`src/hdl/systolic_ctrl_pkg.sv`:
```
package systolic_ctrl_pkg;

    localparam int PE_ROWS_DEF = 4;   // PE array height
    localparam int PE_COLS_DEF = 4;   // PE array width
    localparam int SIZE_W_DEF  = 6;   // Width of the M, K and N fields
    localparam int ADDR_W_DEF  = 10;  // SRAM address width

    // Controller phase, shared by the FSM and everything that follows it
    typedef enum logic [1:0] {
        PH_IDLE    = 2'd0,
        PH_COMPUTE = 2'd1,
        PH_FLUSH   = 2'd2
    } phase_e;

    // Number of tiles needed to cover one matrix dimension
    function automatic int ceil_div(input int num, input int den);
        return (num + den - 1) / den;
    endfunction

endpackage

```
`src/hdl/tile_phase_fsm.sv`:
```
module tile_phase_fsm
    import systolic_ctrl_pkg::*;
(
    input  logic   CLK,
    input  logic   RSTn,
    input  logic   START,
    input  logic   STALL,
    input  logic   compute_done,
    input  logic   flush_done,
    input  logic   last_tile,
    output phase_e phase,
    output logic   start_tile,
    output logic   finished
);

    logic go;       // Accepted start request
    logic next_tile;

    assign go        = (phase == PH_IDLE) && START && !STALL;
    assign next_tile = (phase == PH_FLUSH) && flush_done && !last_tile && !STALL;

    assign start_tile = go || next_tile;  // Edge that enters compute
    assign finished   = (phase == PH_FLUSH) && flush_done && last_tile;

    always_ff @(posedge CLK) begin
        if (!RSTn) begin
            phase <= PH_IDLE;
        end else if (!STALL) begin
            case (phase)
                PH_IDLE: begin
                    if (START) begin
                        phase <= PH_COMPUTE;
                    end
                end
                PH_COMPUTE: begin
                    if (compute_done) begin
                        phase <= PH_FLUSH;
                    end
                end
                PH_FLUSH: begin
                    if (flush_done) begin
                        phase <= last_tile ? PH_IDLE : PH_COMPUTE;
                    end
                end
                default: phase <= PH_IDLE;
            endcase
        end
    end

    a_phase_legal: assert property (@(posedge CLK) disable iff (!RSTn)
        phase inside {PH_IDLE, PH_COMPUTE, PH_FLUSH});

endmodule

```
`src/hdl/phase_counter.sv`:
```
module phase_counter
    import systolic_ctrl_pkg::*;
#(
    parameter int PE_ROWS = PE_ROWS_DEF,
    parameter int SIZE_W  = SIZE_W_DEF
) (
    input  logic              CLK,
    input  logic              RSTn,
    input  logic              STALL,
    input  phase_e            phase,
    input  logic [SIZE_W-1:0] k_size,
    input  logic [SIZE_W-1:0] act_rows,
    input  logic [SIZE_W-1:0] act_cols,
    output logic [SIZE_W+1:0] count,
    output logic              compute_done,
    output logic              flush_done
);

    // Every row of the array drains one result row
    localparam logic [SIZE_W+1:0] FLUSH_END = (SIZE_W+2)'(PE_ROWS - 1);

    logic [SIZE_W+1:0] compute_end;

    // Last operand needs R + C - 2 extra cycles to cross the skewed array
    assign compute_end = {2'b00, k_size} + {2'b00, act_rows} + {2'b00, act_cols}
                       - (SIZE_W+2)'(2);

    assign compute_done = (phase == PH_COMPUTE) && (count == compute_end);
    assign flush_done   = (phase == PH_FLUSH) && (count == FLUSH_END);

    always_ff @(posedge CLK) begin
        if (!RSTn) begin
            count <= '0;
        end else if (!STALL) begin
            if (phase == PH_IDLE || compute_done || flush_done) begin
                count <= '0;  // Restart at each phase change
            end else begin
                count <= count + 1'b1;
            end
        end
    end

    // Tile sizes from the sequencer must hold while a phase runs
    a_count_bound: assert property (@(posedge CLK) disable iff (!RSTn)
        !((phase == PH_COMPUTE && count > compute_end) ||
          (phase == PH_FLUSH && count > FLUSH_END)));

endmodule

```
`src/hdl/tile_sequencer.sv`:
```
module tile_sequencer
    import systolic_ctrl_pkg::*;
#(
    parameter int PE_ROWS = PE_ROWS_DEF,
    parameter int PE_COLS = PE_COLS_DEF,
    parameter int SIZE_W  = SIZE_W_DEF,
    parameter int ADDR_W  = ADDR_W_DEF
) (
    input  logic              CLK,
    input  logic              RSTn,
    input  logic              STALL,
    input  logic              START,
    input  logic [SIZE_W-1:0] m_size_in,
    input  logic [SIZE_W-1:0] k_size_in,
    input  logic [SIZE_W-1:0] n_size_in,
    input  phase_e            phase,
    input  logic              start_tile,
    output logic [SIZE_W-1:0] m_size,
    output logic [SIZE_W-1:0] k_size,
    output logic [SIZE_W-1:0] n_size,
    output logic [SIZE_W-1:0] tile_row,
    output logic [SIZE_W-1:0] tile_col,
    output logic [SIZE_W-1:0] tiles_n,
    output logic [SIZE_W-1:0] act_rows,
    output logic [SIZE_W-1:0] act_cols,
    output logic [ADDR_W-1:0] out_offset,
    output logic              last_tile
);

    logic [SIZE_W-1:0] tiles_m;
    logic [SIZE_W-1:0] tiles_m_in;
    logic [SIZE_W-1:0] tiles_n_in;
    logic              load;
    logic              col_wrap;
    logic [SIZE_W-1:0] row_nxt;
    logic [SIZE_W-1:0] col_nxt;
    logic [SIZE_W-1:0] rows_left;
    logic [SIZE_W-1:0] cols_left;

    // Active lanes of a tile, capped by the array size
    function automatic logic [SIZE_W-1:0] clip(input logic [SIZE_W-1:0] left,
                                               input int lanes);
        return (int'(left) >= lanes) ? SIZE_W'(lanes) : left;
    endfunction

    assign tiles_m_in = SIZE_W'(ceil_div(int'(m_size_in), PE_ROWS));
    assign tiles_n_in = SIZE_W'(ceil_div(int'(n_size_in), PE_COLS));
    assign load       = START && !STALL && (phase == PH_IDLE);

    // Row-major walk, column id first
    assign col_wrap  = (tile_col == tiles_n - 1'b1);
    assign col_nxt   = col_wrap ? '0 : tile_col + 1'b1;
    assign row_nxt   = col_wrap ? tile_row + 1'b1 : tile_row;
    assign rows_left = m_size - SIZE_W'(int'(row_nxt) * PE_ROWS);
    assign cols_left = n_size - SIZE_W'(int'(col_nxt) * PE_COLS);
    assign last_tile = (tile_row == tiles_m - 1'b1) && col_wrap;

    always_ff @(posedge CLK) begin
        if (!RSTn) begin
            m_size     <= '0;
            k_size     <= '0;
            n_size     <= '0;
            tiles_m    <= '0;
            tiles_n    <= '0;
            tile_row   <= '0;
            tile_col   <= '0;
            act_rows   <= '0;
            act_cols   <= '0;
            out_offset <= '0;
        end else if (load) begin
            m_size     <= m_size_in;
            k_size     <= k_size_in;
            n_size     <= n_size_in;
            tiles_m    <= tiles_m_in;
            tiles_n    <= tiles_n_in;
            tile_row   <= '0;
            tile_col   <= '0;
            act_rows   <= clip(m_size_in, PE_ROWS);
            act_cols   <= clip(n_size_in, PE_COLS);
            out_offset <= '0;
        end else if (start_tile) begin
            tile_row <= row_nxt;
            tile_col <= col_nxt;
            act_rows <= clip(rows_left, PE_ROWS);
            act_cols <= clip(cols_left, PE_COLS);
            if (col_wrap) begin
                // Skip the PE_ROWS output rows of the finished row of tiles
                out_offset <= out_offset + ADDR_W'(int'(tiles_n) * PE_ROWS);
            end
        end
    end

    // FSM must stop at the last tile the counts allow
    a_tile_in_grid: assert property (@(posedge CLK) disable iff (!RSTn)
        (phase != PH_IDLE) |-> (tile_row < tiles_m) && (tile_col < tiles_n));

endmodule

```
`src/hdl/operand_addr_gen.sv`:
```
module operand_addr_gen
    import systolic_ctrl_pkg::*;
#(
    parameter int ADDR_W  = ADDR_W_DEF,
    parameter int PE_ROWS = PE_ROWS_DEF,
    parameter int PE_COLS = PE_COLS_DEF,
    parameter int SIZE_W  = SIZE_W_DEF
) (
    input  logic              CLK,
    input  logic              RSTn,
    input  logic              STALL,
    input  phase_e            phase,
    input  logic [SIZE_W-1:0] tile_row,
    input  logic [SIZE_W-1:0] tile_col,
    input  logic [SIZE_W-1:0] m_size,
    input  logic [SIZE_W-1:0] n_size,
    output logic [ADDR_W-1:0] opnd1_addr,
    output logic [ADDR_W-1:0] opnd2_addr
);

    logic [ADDR_W-1:0] stride1;  // Operand 1 is column-major
    logic [ADDR_W-1:0] stride2;  // Operand 2 is row-major
    logic [ADDR_W-1:0] addr1_q;
    logic [ADDR_W-1:0] addr2_q;
    phase_e            phase_q;
    logic              first;

    assign stride1 = ADDR_W'(ceil_div(int'(m_size), PE_ROWS));
    assign stride2 = ADDR_W'(ceil_div(int'(n_size), PE_COLS));
    assign first   = (phase == PH_COMPUTE) && (phase_q != PH_COMPUTE);

    always_comb begin
        if (first) begin
            opnd1_addr = ADDR_W'(tile_row);  // Tile base
            opnd2_addr = ADDR_W'(tile_col);
        end else if (phase == PH_COMPUTE) begin
            opnd1_addr = addr1_q + stride1;
            opnd2_addr = addr2_q + stride2;
        end else begin
            opnd1_addr = addr1_q;
            opnd2_addr = addr2_q;
        end
    end

    always_ff @(posedge CLK) begin
        if (!RSTn) begin
            phase_q <= PH_IDLE;
            addr1_q <= '0;
            addr2_q <= '0;
        end else if (!STALL) begin
            phase_q <= phase;
            if (phase == PH_COMPUTE) begin
                addr1_q <= opnd1_addr;
                addr2_q <= opnd2_addr;
            end
        end
    end

endmodule

```
`src/hdl/out_write_gen.sv`:
```
module out_write_gen
    import systolic_ctrl_pkg::*;
#(
    parameter int ADDR_W  = ADDR_W_DEF,
    parameter int PE_ROWS = PE_ROWS_DEF,
    parameter int SIZE_W  = SIZE_W_DEF
) (
    input  logic              CLK,
    input  logic              RSTn,
    input  logic              STALL,
    input  phase_e            phase,
    input  logic [ADDR_W-1:0] out_offset,
    input  logic [SIZE_W-1:0] tile_col,
    input  logic [SIZE_W-1:0] tiles_n,
    input  logic [SIZE_W-1:0] act_rows,
    input  logic [SIZE_W+1:0] count,
    output logic [ADDR_W-1:0] out_addr,
    output logic              out_we_n
);

    logic [ADDR_W-1:0] addr_q;
    logic              flushing;

    assign flushing = (phase == PH_FLUSH);

    always_comb begin
        if (flushing && count == '0) begin
            out_addr = out_offset + ADDR_W'(tile_col);
        end else if (flushing) begin
            out_addr = addr_q + ADDR_W'(tiles_n);  // Next output row
        end else begin
            out_addr = addr_q;
        end
    end

    // Rows of a short tile arrive at the end of the flush
    assign out_we_n = !(flushing && ({2'b00, act_rows} + count >= (SIZE_W+2)'(PE_ROWS)));

    always_ff @(posedge CLK) begin
        if (!RSTn) begin
            addr_q <= '0;
        end else if (!STALL && flushing) begin
            addr_q <= out_addr;
        end
    end

endmodule

```
`src/hdl/fifo_enable_gen.sv`:
```
module fifo_enable_gen
    import systolic_ctrl_pkg::*;
#(
    parameter int LANES  = PE_ROWS_DEF,
    parameter int SIZE_W = SIZE_W_DEF
) (
    input  phase_e            phase,
    input  logic [SIZE_W+1:0] count,
    input  logic [SIZE_W-1:0] k_size,
    output logic [LANES-1:0]  push_en,
    output logic [LANES-1:0]  pop_en
);

    logic              computing;
    logic [SIZE_W+1:0] k_ext;

    assign computing = (phase == PH_COMPUTE);
    assign k_ext     = {2'b00, k_size};

    // Lane i starts i cycles late so operands meet on the diagonal
    always_comb begin
        for (int i = 0; i < LANES; i++) begin
            push_en[i] = computing && (count < k_ext);
            pop_en[i]  = computing && (count >= (SIZE_W+2)'(i))
                       && (count < k_ext + (SIZE_W+2)'(i));
        end
    end

endmodule

```
`src/hdl/systolic_ctrl_top.sv`:
```
module systolic_ctrl_top
    import systolic_ctrl_pkg::*;
#(
    parameter int PE_ROWS = PE_ROWS_DEF,
    parameter int PE_COLS = PE_COLS_DEF,
    parameter int SIZE_W  = SIZE_W_DEF,
    parameter int ADDR_W  = ADDR_W_DEF
) (
    input  logic               CLK,
    input  logic               RSTn,
    input  logic               START,
    input  logic               STALL,
    input  logic [SIZE_W-1:0]  m_size_in,
    input  logic [SIZE_W-1:0]  k_size_in,
    input  logic [SIZE_W-1:0]  n_size_in,
    output logic [ADDR_W-1:0]  opnd1_addr,
    output logic [ADDR_W-1:0]  opnd2_addr,
    output logic [ADDR_W-1:0]  out_addr,
    output logic               out_we_n,
    output logic [PE_ROWS-1:0] opnd1_push_en,
    output logic [PE_ROWS-1:0] opnd1_pop_en,
    output logic [PE_COLS-1:0] opnd2_push_en,
    output logic [PE_COLS-1:0] opnd2_pop_en,
    output logic               is_computing,
    output logic               is_flushing,
    output logic               finished
);

    phase_e            phase;
    logic              start_tile;
    logic              compute_done;
    logic              flush_done;
    logic              last_tile;
    logic [SIZE_W+1:0] count;
    logic [SIZE_W-1:0] m_size;
    logic [SIZE_W-1:0] k_size;
    logic [SIZE_W-1:0] n_size;
    logic [SIZE_W-1:0] tile_row;
    logic [SIZE_W-1:0] tile_col;
    logic [SIZE_W-1:0] tiles_n;
    logic [SIZE_W-1:0] act_rows;
    logic [SIZE_W-1:0] act_cols;
    logic [ADDR_W-1:0] out_offset;

    assign is_computing = (phase == PH_COMPUTE);
    assign is_flushing  = (phase == PH_FLUSH);

    tile_phase_fsm i_tile_phase_fsm (
        .CLK(CLK), .RSTn(RSTn), .START(START), .STALL(STALL),
        .compute_done(compute_done), .flush_done(flush_done), .last_tile(last_tile),
        .phase(phase), .start_tile(start_tile), .finished(finished)
    );

    phase_counter #(.PE_ROWS(PE_ROWS), .SIZE_W(SIZE_W)) i_phase_counter (
        .CLK(CLK), .RSTn(RSTn), .STALL(STALL), .phase(phase),
        .k_size(k_size), .act_rows(act_rows), .act_cols(act_cols),
        .count(count), .compute_done(compute_done), .flush_done(flush_done)
    );

    tile_sequencer #(
        .PE_ROWS(PE_ROWS), .PE_COLS(PE_COLS), .SIZE_W(SIZE_W), .ADDR_W(ADDR_W)
    ) i_tile_sequencer (
        .CLK(CLK), .RSTn(RSTn), .STALL(STALL), .START(START),
        .m_size_in(m_size_in), .k_size_in(k_size_in), .n_size_in(n_size_in),
        .phase(phase), .start_tile(start_tile),
        .m_size(m_size), .k_size(k_size), .n_size(n_size),
        .tile_row(tile_row), .tile_col(tile_col), .tiles_n(tiles_n),
        .act_rows(act_rows), .act_cols(act_cols),
        .out_offset(out_offset), .last_tile(last_tile)
    );

    operand_addr_gen #(
        .ADDR_W(ADDR_W), .PE_ROWS(PE_ROWS), .PE_COLS(PE_COLS), .SIZE_W(SIZE_W)
    ) i_operand_addr_gen (
        .CLK(CLK), .RSTn(RSTn), .STALL(STALL), .phase(phase),
        .tile_row(tile_row), .tile_col(tile_col),
        .m_size(m_size), .n_size(n_size),
        .opnd1_addr(opnd1_addr), .opnd2_addr(opnd2_addr)
    );

    out_write_gen #(
        .ADDR_W(ADDR_W), .PE_ROWS(PE_ROWS), .SIZE_W(SIZE_W)
    ) i_out_write_gen (
        .CLK(CLK), .RSTn(RSTn), .STALL(STALL), .phase(phase),
        .out_offset(out_offset), .tile_col(tile_col), .tiles_n(tiles_n),
        .act_rows(act_rows), .count(count),
        .out_addr(out_addr), .out_we_n(out_we_n)
    );

    // Row side of the array
    fifo_enable_gen #(.LANES(PE_ROWS), .SIZE_W(SIZE_W)) i_opnd1_fifo_en (
        .phase(phase), .count(count), .k_size(k_size),
        .push_en(opnd1_push_en), .pop_en(opnd1_pop_en)
    );

    // Column side of the array
    fifo_enable_gen #(.LANES(PE_COLS), .SIZE_W(SIZE_W)) i_opnd2_fifo_en (
        .phase(phase), .count(count), .k_size(k_size),
        .push_en(opnd2_push_en), .pop_en(opnd2_pop_en)
    );

endmodule

```
`config.mk`:
```
export PLATFORM = sky130hd
export DESIGN_NAME = systolic_ctrl_top
export DESIGN_NICKNAME = d
export VERILOG_FILES = /design/src/hdl/systolic_ctrl_pkg.sv /design/src/hdl/tile_phase_fsm.sv /design/src/hdl/phase_counter.sv /design/src/hdl/tile_sequencer.sv /design/src/hdl/operand_addr_gen.sv /design/src/hdl/out_write_gen.sv /design/src/hdl/fifo_enable_gen.sv /design/src/hdl/systolic_ctrl_top.sv
export SDC_FILE = /design/constraint.sdc
export NUM_CORES = 1
export LEC_CHECK = 0
export ABC_AREA = 1
export BUFFER_PORTS_ARGS = -buffer_cell sky130_fd_sc_hd__buf_4
export CAP_MARGIN = 30
export CORE_ASPECT_RATIO = 1.2
export CORE_MARGIN = 5
export CORE_UTILIZATION = 50
export CTS_BUF_LIST = sky130_fd_sc_hd__clkbuf_16
export CTS_CLUSTER_DIAMETER = 100
export DETAILED_ROUTE_END_ITERATION = 8
export PLACE_DENSITY = 0.69
export SLEW_MARGIN = 0
export SYNTH_ARGS = -nofsm -noshare
export SYNTH_HDL_FRONTEND = slang
export SYNTH_SLANG_ARGS = --single-unit
export TNS_END_PERCENT = 50
```
`constraint.sdc`:
```
create_clock -name CLK -period 4 [get_ports CLK]
set_input_delay 0 -clock CLK [delete_from_list [all_inputs] [get_ports CLK]]
set_output_delay 0 -clock CLK [all_outputs]
set_load 0.03 [all_outputs]
```
Word-level counts from Yosys, hierarchy flattened
Cells that the tools add are included.
{ "word_totals": {"word_cells": 140, "inputBits": 22, "out_inout_bits": 50, "ff_bits": 106} }
{ "op_classes": {"eq_ne": 10, "addsub": 31, "n_mux": 22, "n_bitwise": 6, "magnitude_cmp": 13, "n_reduce_logical": 41} }
{ "ops": {"columns": ["op", "count"], "rows": [
  ["$mux 10", 6],
  ["$mux 6", 9],
  ["$sub 7x1->8 const B", 4],
  ["$add 6x3->7 const B", 4],
  ["$ge 6x3->1 const B", 4],
  ["$logic_and 1x1->1", 24],
  ["$lt 8x8->1", 3],
  ["$add 10x1->10", 2],
  ["$add 10x10->10", 2],
  ["$add 10x6->10", 2],
  ["$ge 8x1->1 const B", 2],
  ["$ge 8x2->1 const B", 2],
  ["$add 6x2->7 const B", 2],
  ["$add 6x1->6", 2],
  ["$add 6x1->6 const B", 2],
  ["$eq 6x6->1", 2],
  ["$sub 6x1->6 const B", 2],
  ["$sub 6x6->6", 2],
  ["$add 10x8->10", 1],
  ["$reduce_or 2->1", 5],
  ["$add 6x8->8", 1],
  ["$add 8x1->8 const B", 1],
  ["$add 8x6->8", 1],
  ["$eq 8x2->1 const B", 1],
  ["24 further kinds", 37]
]} }

Longest topological paths before layout
{ "depth": {"depth_word": 9, "ltp_mapped": 24, "depth_no_buf": 24} }

Modules after synthesis
From an unflattened synthesis, not the netlist that was laid out.
{ "hier_totals": {"cells_unflattened": 1550, "area_unflattened_um2": 9974.6} }
{ "by_module_without_submodules": {"columns": ["mod", "seq_area_each_um2", "cells_per_inst", "n_inst", "area_each_um2"], "rows": [
  ["tile_sequencer", 1201.2, 457, 1, 3303.2],
  ["operand_addr_gen", 440.4, 326, 1, 1953.1],
  ["fifo_enable_gen", 0.0, 152, 2, 929.6],
  ["out_write_gen", 200.2, 281, 1, 1646.6],
  ["phase_counter", 160.2, 151, 1, 1036.0],
  ["tile_phase_fsm", 40.0, 27, 1, 161.4],
  ["systolic_ctrl_top", 0.0, 4, 1, 15.0]
]} }

Worst setup path after synthesis
OpenSTA, ideal clock, no wires.
{ "synth_path": {"kind": "register -> register", "startpoint": "register i_tile_sequencer.k_size[0]", "endpoint": "register i_phase_counter.count[0]", "path_buffers": 0, "arrival_ns": 2.910, "stages_incl_launch_ff": 19, "slack_ns": 0.970, "required_time_ns": 3.880, "setup_ns": 0.120, "period_less_slack_ns": 3.030, "cell_sequence": "dfxtp_1 > ha_1 > inv_1 > fa_1 > ha_1 > inv_1 > ha_1 > inv_1 > fa_1 > xor2_1 > nand3_1 > nor2_1 > nand2_1 > nor2_1 > nand4_1 > nand2_1 > nand2_1 > nand2_1 > nor2_1"} }
{ "synth_via": {"elab_chain_len": 8} }
{ "synth_rtl": {"columns": ["item", "line", "source"], "rows": [
  ["from (decl)", "tile_sequencer.sv:19", "output logic [SIZE_W-1:0] k_size,"],
  ["from (signal assigned)", "tile_sequencer.sv:72", "k_size <= k_size_in;"],
  ["$add 6x6->7", "phase_counter.sv:25", "assign compute_end = {2'b00, k_size} + {2'b00, act_rows} + {2'b00, act_cols}"],
  ["$add 8x6->8", "phase_counter.sv:25", null],
  ["$sub 8x2->8", "phase_counter.sv:26", "- (SIZE_W+2)'(2);"],
  ["$eq 8x8->1", "phase_counter.sv:28", "assign compute_done = (phase == PH_COMPUTE) && (count == compute_end);"],
  ["$logic_and 1x1->1", "phase_counter.sv:28", null],
  ["$logic_or 1x1->1 (2 in series)", "phase_counter.sv:35", "if (phase == PH_IDLE || compute_done || flush_done) begin"],
  ["$mux 8", "phase_counter.sv:35", null],
  ["to (signal assigned)", "phase_counter.sv:38", "count <= count + 1'b1;"],
  ["to (decl)", "phase_counter.sv:14", "output logic [SIZE_W+1:0] count,"]
]} }
Every way passes these cells.
A chain may end at the register's enable or synchronous reset.

Final worst setup path
{ "layout_path": {"startpoint": "register i_tile_sequencer.k_size[0]", "endpoint": "register i_phase_counter.count[7]"} }
The elaborated chain is that of the path after synthesis.

==> out/qor.csv <==
metric,value,unit
clk root buf,clkbuf_16,
Routed Antenna Nets,0,
total number of vias,8265,
Final Setup Violations,0,
Slew HR,0.602,
Yosys top cell by area,dfxtp_1,
Post-DP HPWL,17500,um
run status,"finished, final reports clean",
DRC violations left,0,
most frequent cell on the critical path,nand2_1,
Fin Setup TNS,0,ns
Crit. End Element,flip-flop,
pin count of the biggest net entering global routing,44,
core area,16900,sq um
clock latency on the worst-skew pair,0.35,ns
Post-Syn Instances,1265,
Synth Area per Inst,6.74,sq um
Starting Density,0.506,
Ports,72,
main area contributors after synthesis,"dfxtp_1 24%, ha_1 13%, nand2_1 10%",
WL/cell,15.0,um
"CTS clk-pin slew, worst paths",0.08,ns
Num CTS Buffers,9,
flop and latch count out of synthesis,102,
Routed Wire Length,23200,um
Syn-to-layout area delta,12.9,%
total gr overflow,0,
fin. max-slew vios,0,
DIE WIDTH,129,um
placer's final routability congestion estimate,0.904,
Tightest Hold Check Type,in2reg,
PwrDens,284,nW/um^2
Crit path required time,4.24,ns
skew final,0.0146,ns
family with the most delay on the worst path,adder cells,
leakage component of the power,4.73,nW
CTS HTree Levels,3,
Clock Path Buffers,2,
Slew @ Worst Pin,0.594,ns
Tmin final,3.47,ns
critical path type,reg2reg,
initial DRC count,408,
unrepaired setup endpoints after global routing,no,
post-route core utilization,0.571,
Vias/cell,5.34,
share of the synthesized area in the top cell type,0.239,
clock sinks,102,
Core Rows,52,
Worst Path Buf+Inv,4,
unique cell type count in the Yosys netlist,50,
die area,19800,sq um
first-pass detailed-route iteration total,5,
height of the die,153,um
Peak VDD IR,0.190,mV
GRT Total Usage,0.236,
Placed Area,9150,sq um
layout cell share with drive strength beyond 1,0.0998,
design area,9630,sq um
highest-delay cell along the critical path,dfxtp_1,
cell-by-cell listing of the critical path,ha_1 -> inv_1 -> fa_1 -> inv_1 -> a31oi_1 -> xor2_1 -> ha_1 -> inv_1 -> ha_1 -> nand2_1 -> inv_1 -> nor2_1 -> nand2_1 -> nand2_1 -> nand2_1 -> nand2_1 -> nand2_1 -> nor2_1 -> nand4_1 -> nand2_1 -> nand2_1 -> nand2_1 -> nor2_1,
final hold viol count,0,
first-pass GRT wire length,38000,um
"Top FF cell, synth",dfxtp_1,
Synth async-reset ratio,0,
commonest cells in the synthesized netlist,"228 x nand2_1, 198 x inv_1, 105 x a21oi_1, 104 x nor2_1, 102 x dfxtp_1",
CTS tree,done,
FMAX,288,MHz
"count leader, synth",nand2_1,
startpoint types,flip-flop,
period utilization,0.868,
post-synthesis sequential area ratio,0.239,
vias in the first global route,7821,
number of diodes,0,
# port buffers,71,
YS warnings,0,
max-cap violations,0,
synthesized area,8530,sq um
initial antenna violation count,0,
CP peak stage delay,0.45,ns
Worst Path Max Fanout,8,
Final #Nets,1449,
Post-synth EDFFs,0,
CP Data Arrival Time,3.71,ns
Synth Net Count,1386,
area by class of cell:
| class | count | area (sq um) |
|---|---|---|
| Clock inverter | 7 | 63.8 |
| Inverter | 205 | 772 |
| Multi-Input combinational cell | 913 | 5480 |
| Fill cell | 1599 | 7230 |
| Clock buffer | 9 | 225 |
| Tap cell | 216 | 270 |
| Timing Repair Buffer | 97 | 776 |
| Sequential cell | 102 | 2040 |
layer usage:
metal / global-route usage / wire (um)
met3: 0.0328 / 1100
met1: 0.301 / 10100
met5: 0 / 0
met2: 0.409 / 11500
met4: 0.0710 / 550
worst register-to-register path: stages (launching register included):
cell and delay (ns):
dfxtp_1 0.45, ha_1 0.22, inv_1 0.06, fa_1 0.41, inv_1 0.10, a31oi_1 0.09, xor2_1 0.15, ha_1 0.28
inv_1 0.04, ha_1 0.36, nand2_1 0.08, inv_1 0.05, nor2_1 0.11, nand2_1 0.07, nand2_1 0.07, nand2_1 0.05
nand2_1 0.07, nand2_1 0.06, nor2_1 0.10, nand4_1 0.09, nand2_1 0.08, nand2_1 0.05, nand2_1 0.22, nor2_1 0.07
worst paths after layout:
check                               startpoint                            to  slack (ns)  cells after the start
hold / removal                           START     i_tile_phase_fsm.phase[1]        0.15                      5
setup / recovery    i_tile_sequencer.k_size[0]      i_phase_counter.count[7]        0.53                     23
setup reg to reg    i_tile_sequencer.k_size[0]      i_phase_counter.count[7]        0.53                     23
hold reg to reg   i_tile_sequencer.act_cols[3]  i_tile_sequencer.act_cols[3]        0.46                      2
registers in the layout, summed over array words and instances (netlist names):
register                     cells
i_operand_addr_gen.addr1_q      10
i_operand_addr_gen.addr2_q      10
i_out_write_gen.addr_q          10
i_phase_counter.count            8
i_tile_sequencer.out_offset      8
i_tile_sequencer.act_cols        6
i_tile_sequencer.act_rows        6
i_tile_sequencer.k_size          6
i_tile_sequencer.m_size          6
i_tile_sequencer.n_size          6
i_tile_sequencer.tile_col        6
i_tile_sequencer.tile_row        6
i_tile_sequencer.tiles_m         5
i_tile_sequencer.tiles_n         5
i_operand_addr_gen.phase_q       2
i_tile_phase_fsm.phase           2
cells by family (layout without fill, tap and decap cells):
family,count (synthesis),in the layout,synth area share
XOR/XNOR,56,56,0.0575
AO/OA/AOI/OAI,264,264,0.175
flip-flops,102,102,0.239
adder cells (fa/ha/maj),99,99,0.154
buffers and inverters,250,318,0.119
AND/OR/NAND/NOR,494,494,0.256
repair_timing:
action                                 CTS  global route
hold buffers                            19             0
buffers inserted                         0             0
resized for setup                        0             0
endpoints found under the hold margin   20             0
metrics by stage:
stage                     cells  total power, mW  setup WS, ns  hold WS [ns]
after CTS                  1549             2.75         0.568         0.134
final                      1549             2.74         0.530         0.149
after detailed placement   1514             1.85         0.580         0.232
after floorplan            1265             1.66         0.970         0.129
after global placement     1514             1.84         0.694         0.238
after global routing       1549             2.90         0.214         0.161
power by group:
part | switching (mW) | internal, mW | total [mW] | leakage, nW
combinational | 0.467 | 0.278 | 0.745 | 3.75
sequential | 0.0475 | 1.06 | 1.10 | 0.829
clock | 0.406 | 0.482 | 0.888 | 0.144
layout by cell type, fill, tap and decap left out, types with 2 or more instances in the layout:
master,count
or2_2,13
xnor2_1,17
o21ai_1,6
o22ai_1,20
a211oi_1,2
dfxtp_1,102
o221ai_1,2
o211ai_1,8
o31ai_1,2
clkbuf_16,9
a21oi_1,105
nor2_2,6
nor2_1,104
nor3_1,20
nand4_1,18
nand2_4,2
dlygate4sd3_1,19
ha_1,89
nor4_1,2
inv_1,199
nand2_1,228
o41ai_1,2
a31oi_1,3
o32ai_1,2
nor3_2,3
nand3b_1,3
clkinv_2,2
buf_4,78
and3_1,3
a21o_1,3
xor2_1,39
fa_1,10
inv_2,6
nand3_2,4
nand3_1,83
nand2_2,2
o21ai_0,87
a221oi_1,2
o21bai_1,14
Note: power is estimated with default switching activity, not from simulation.
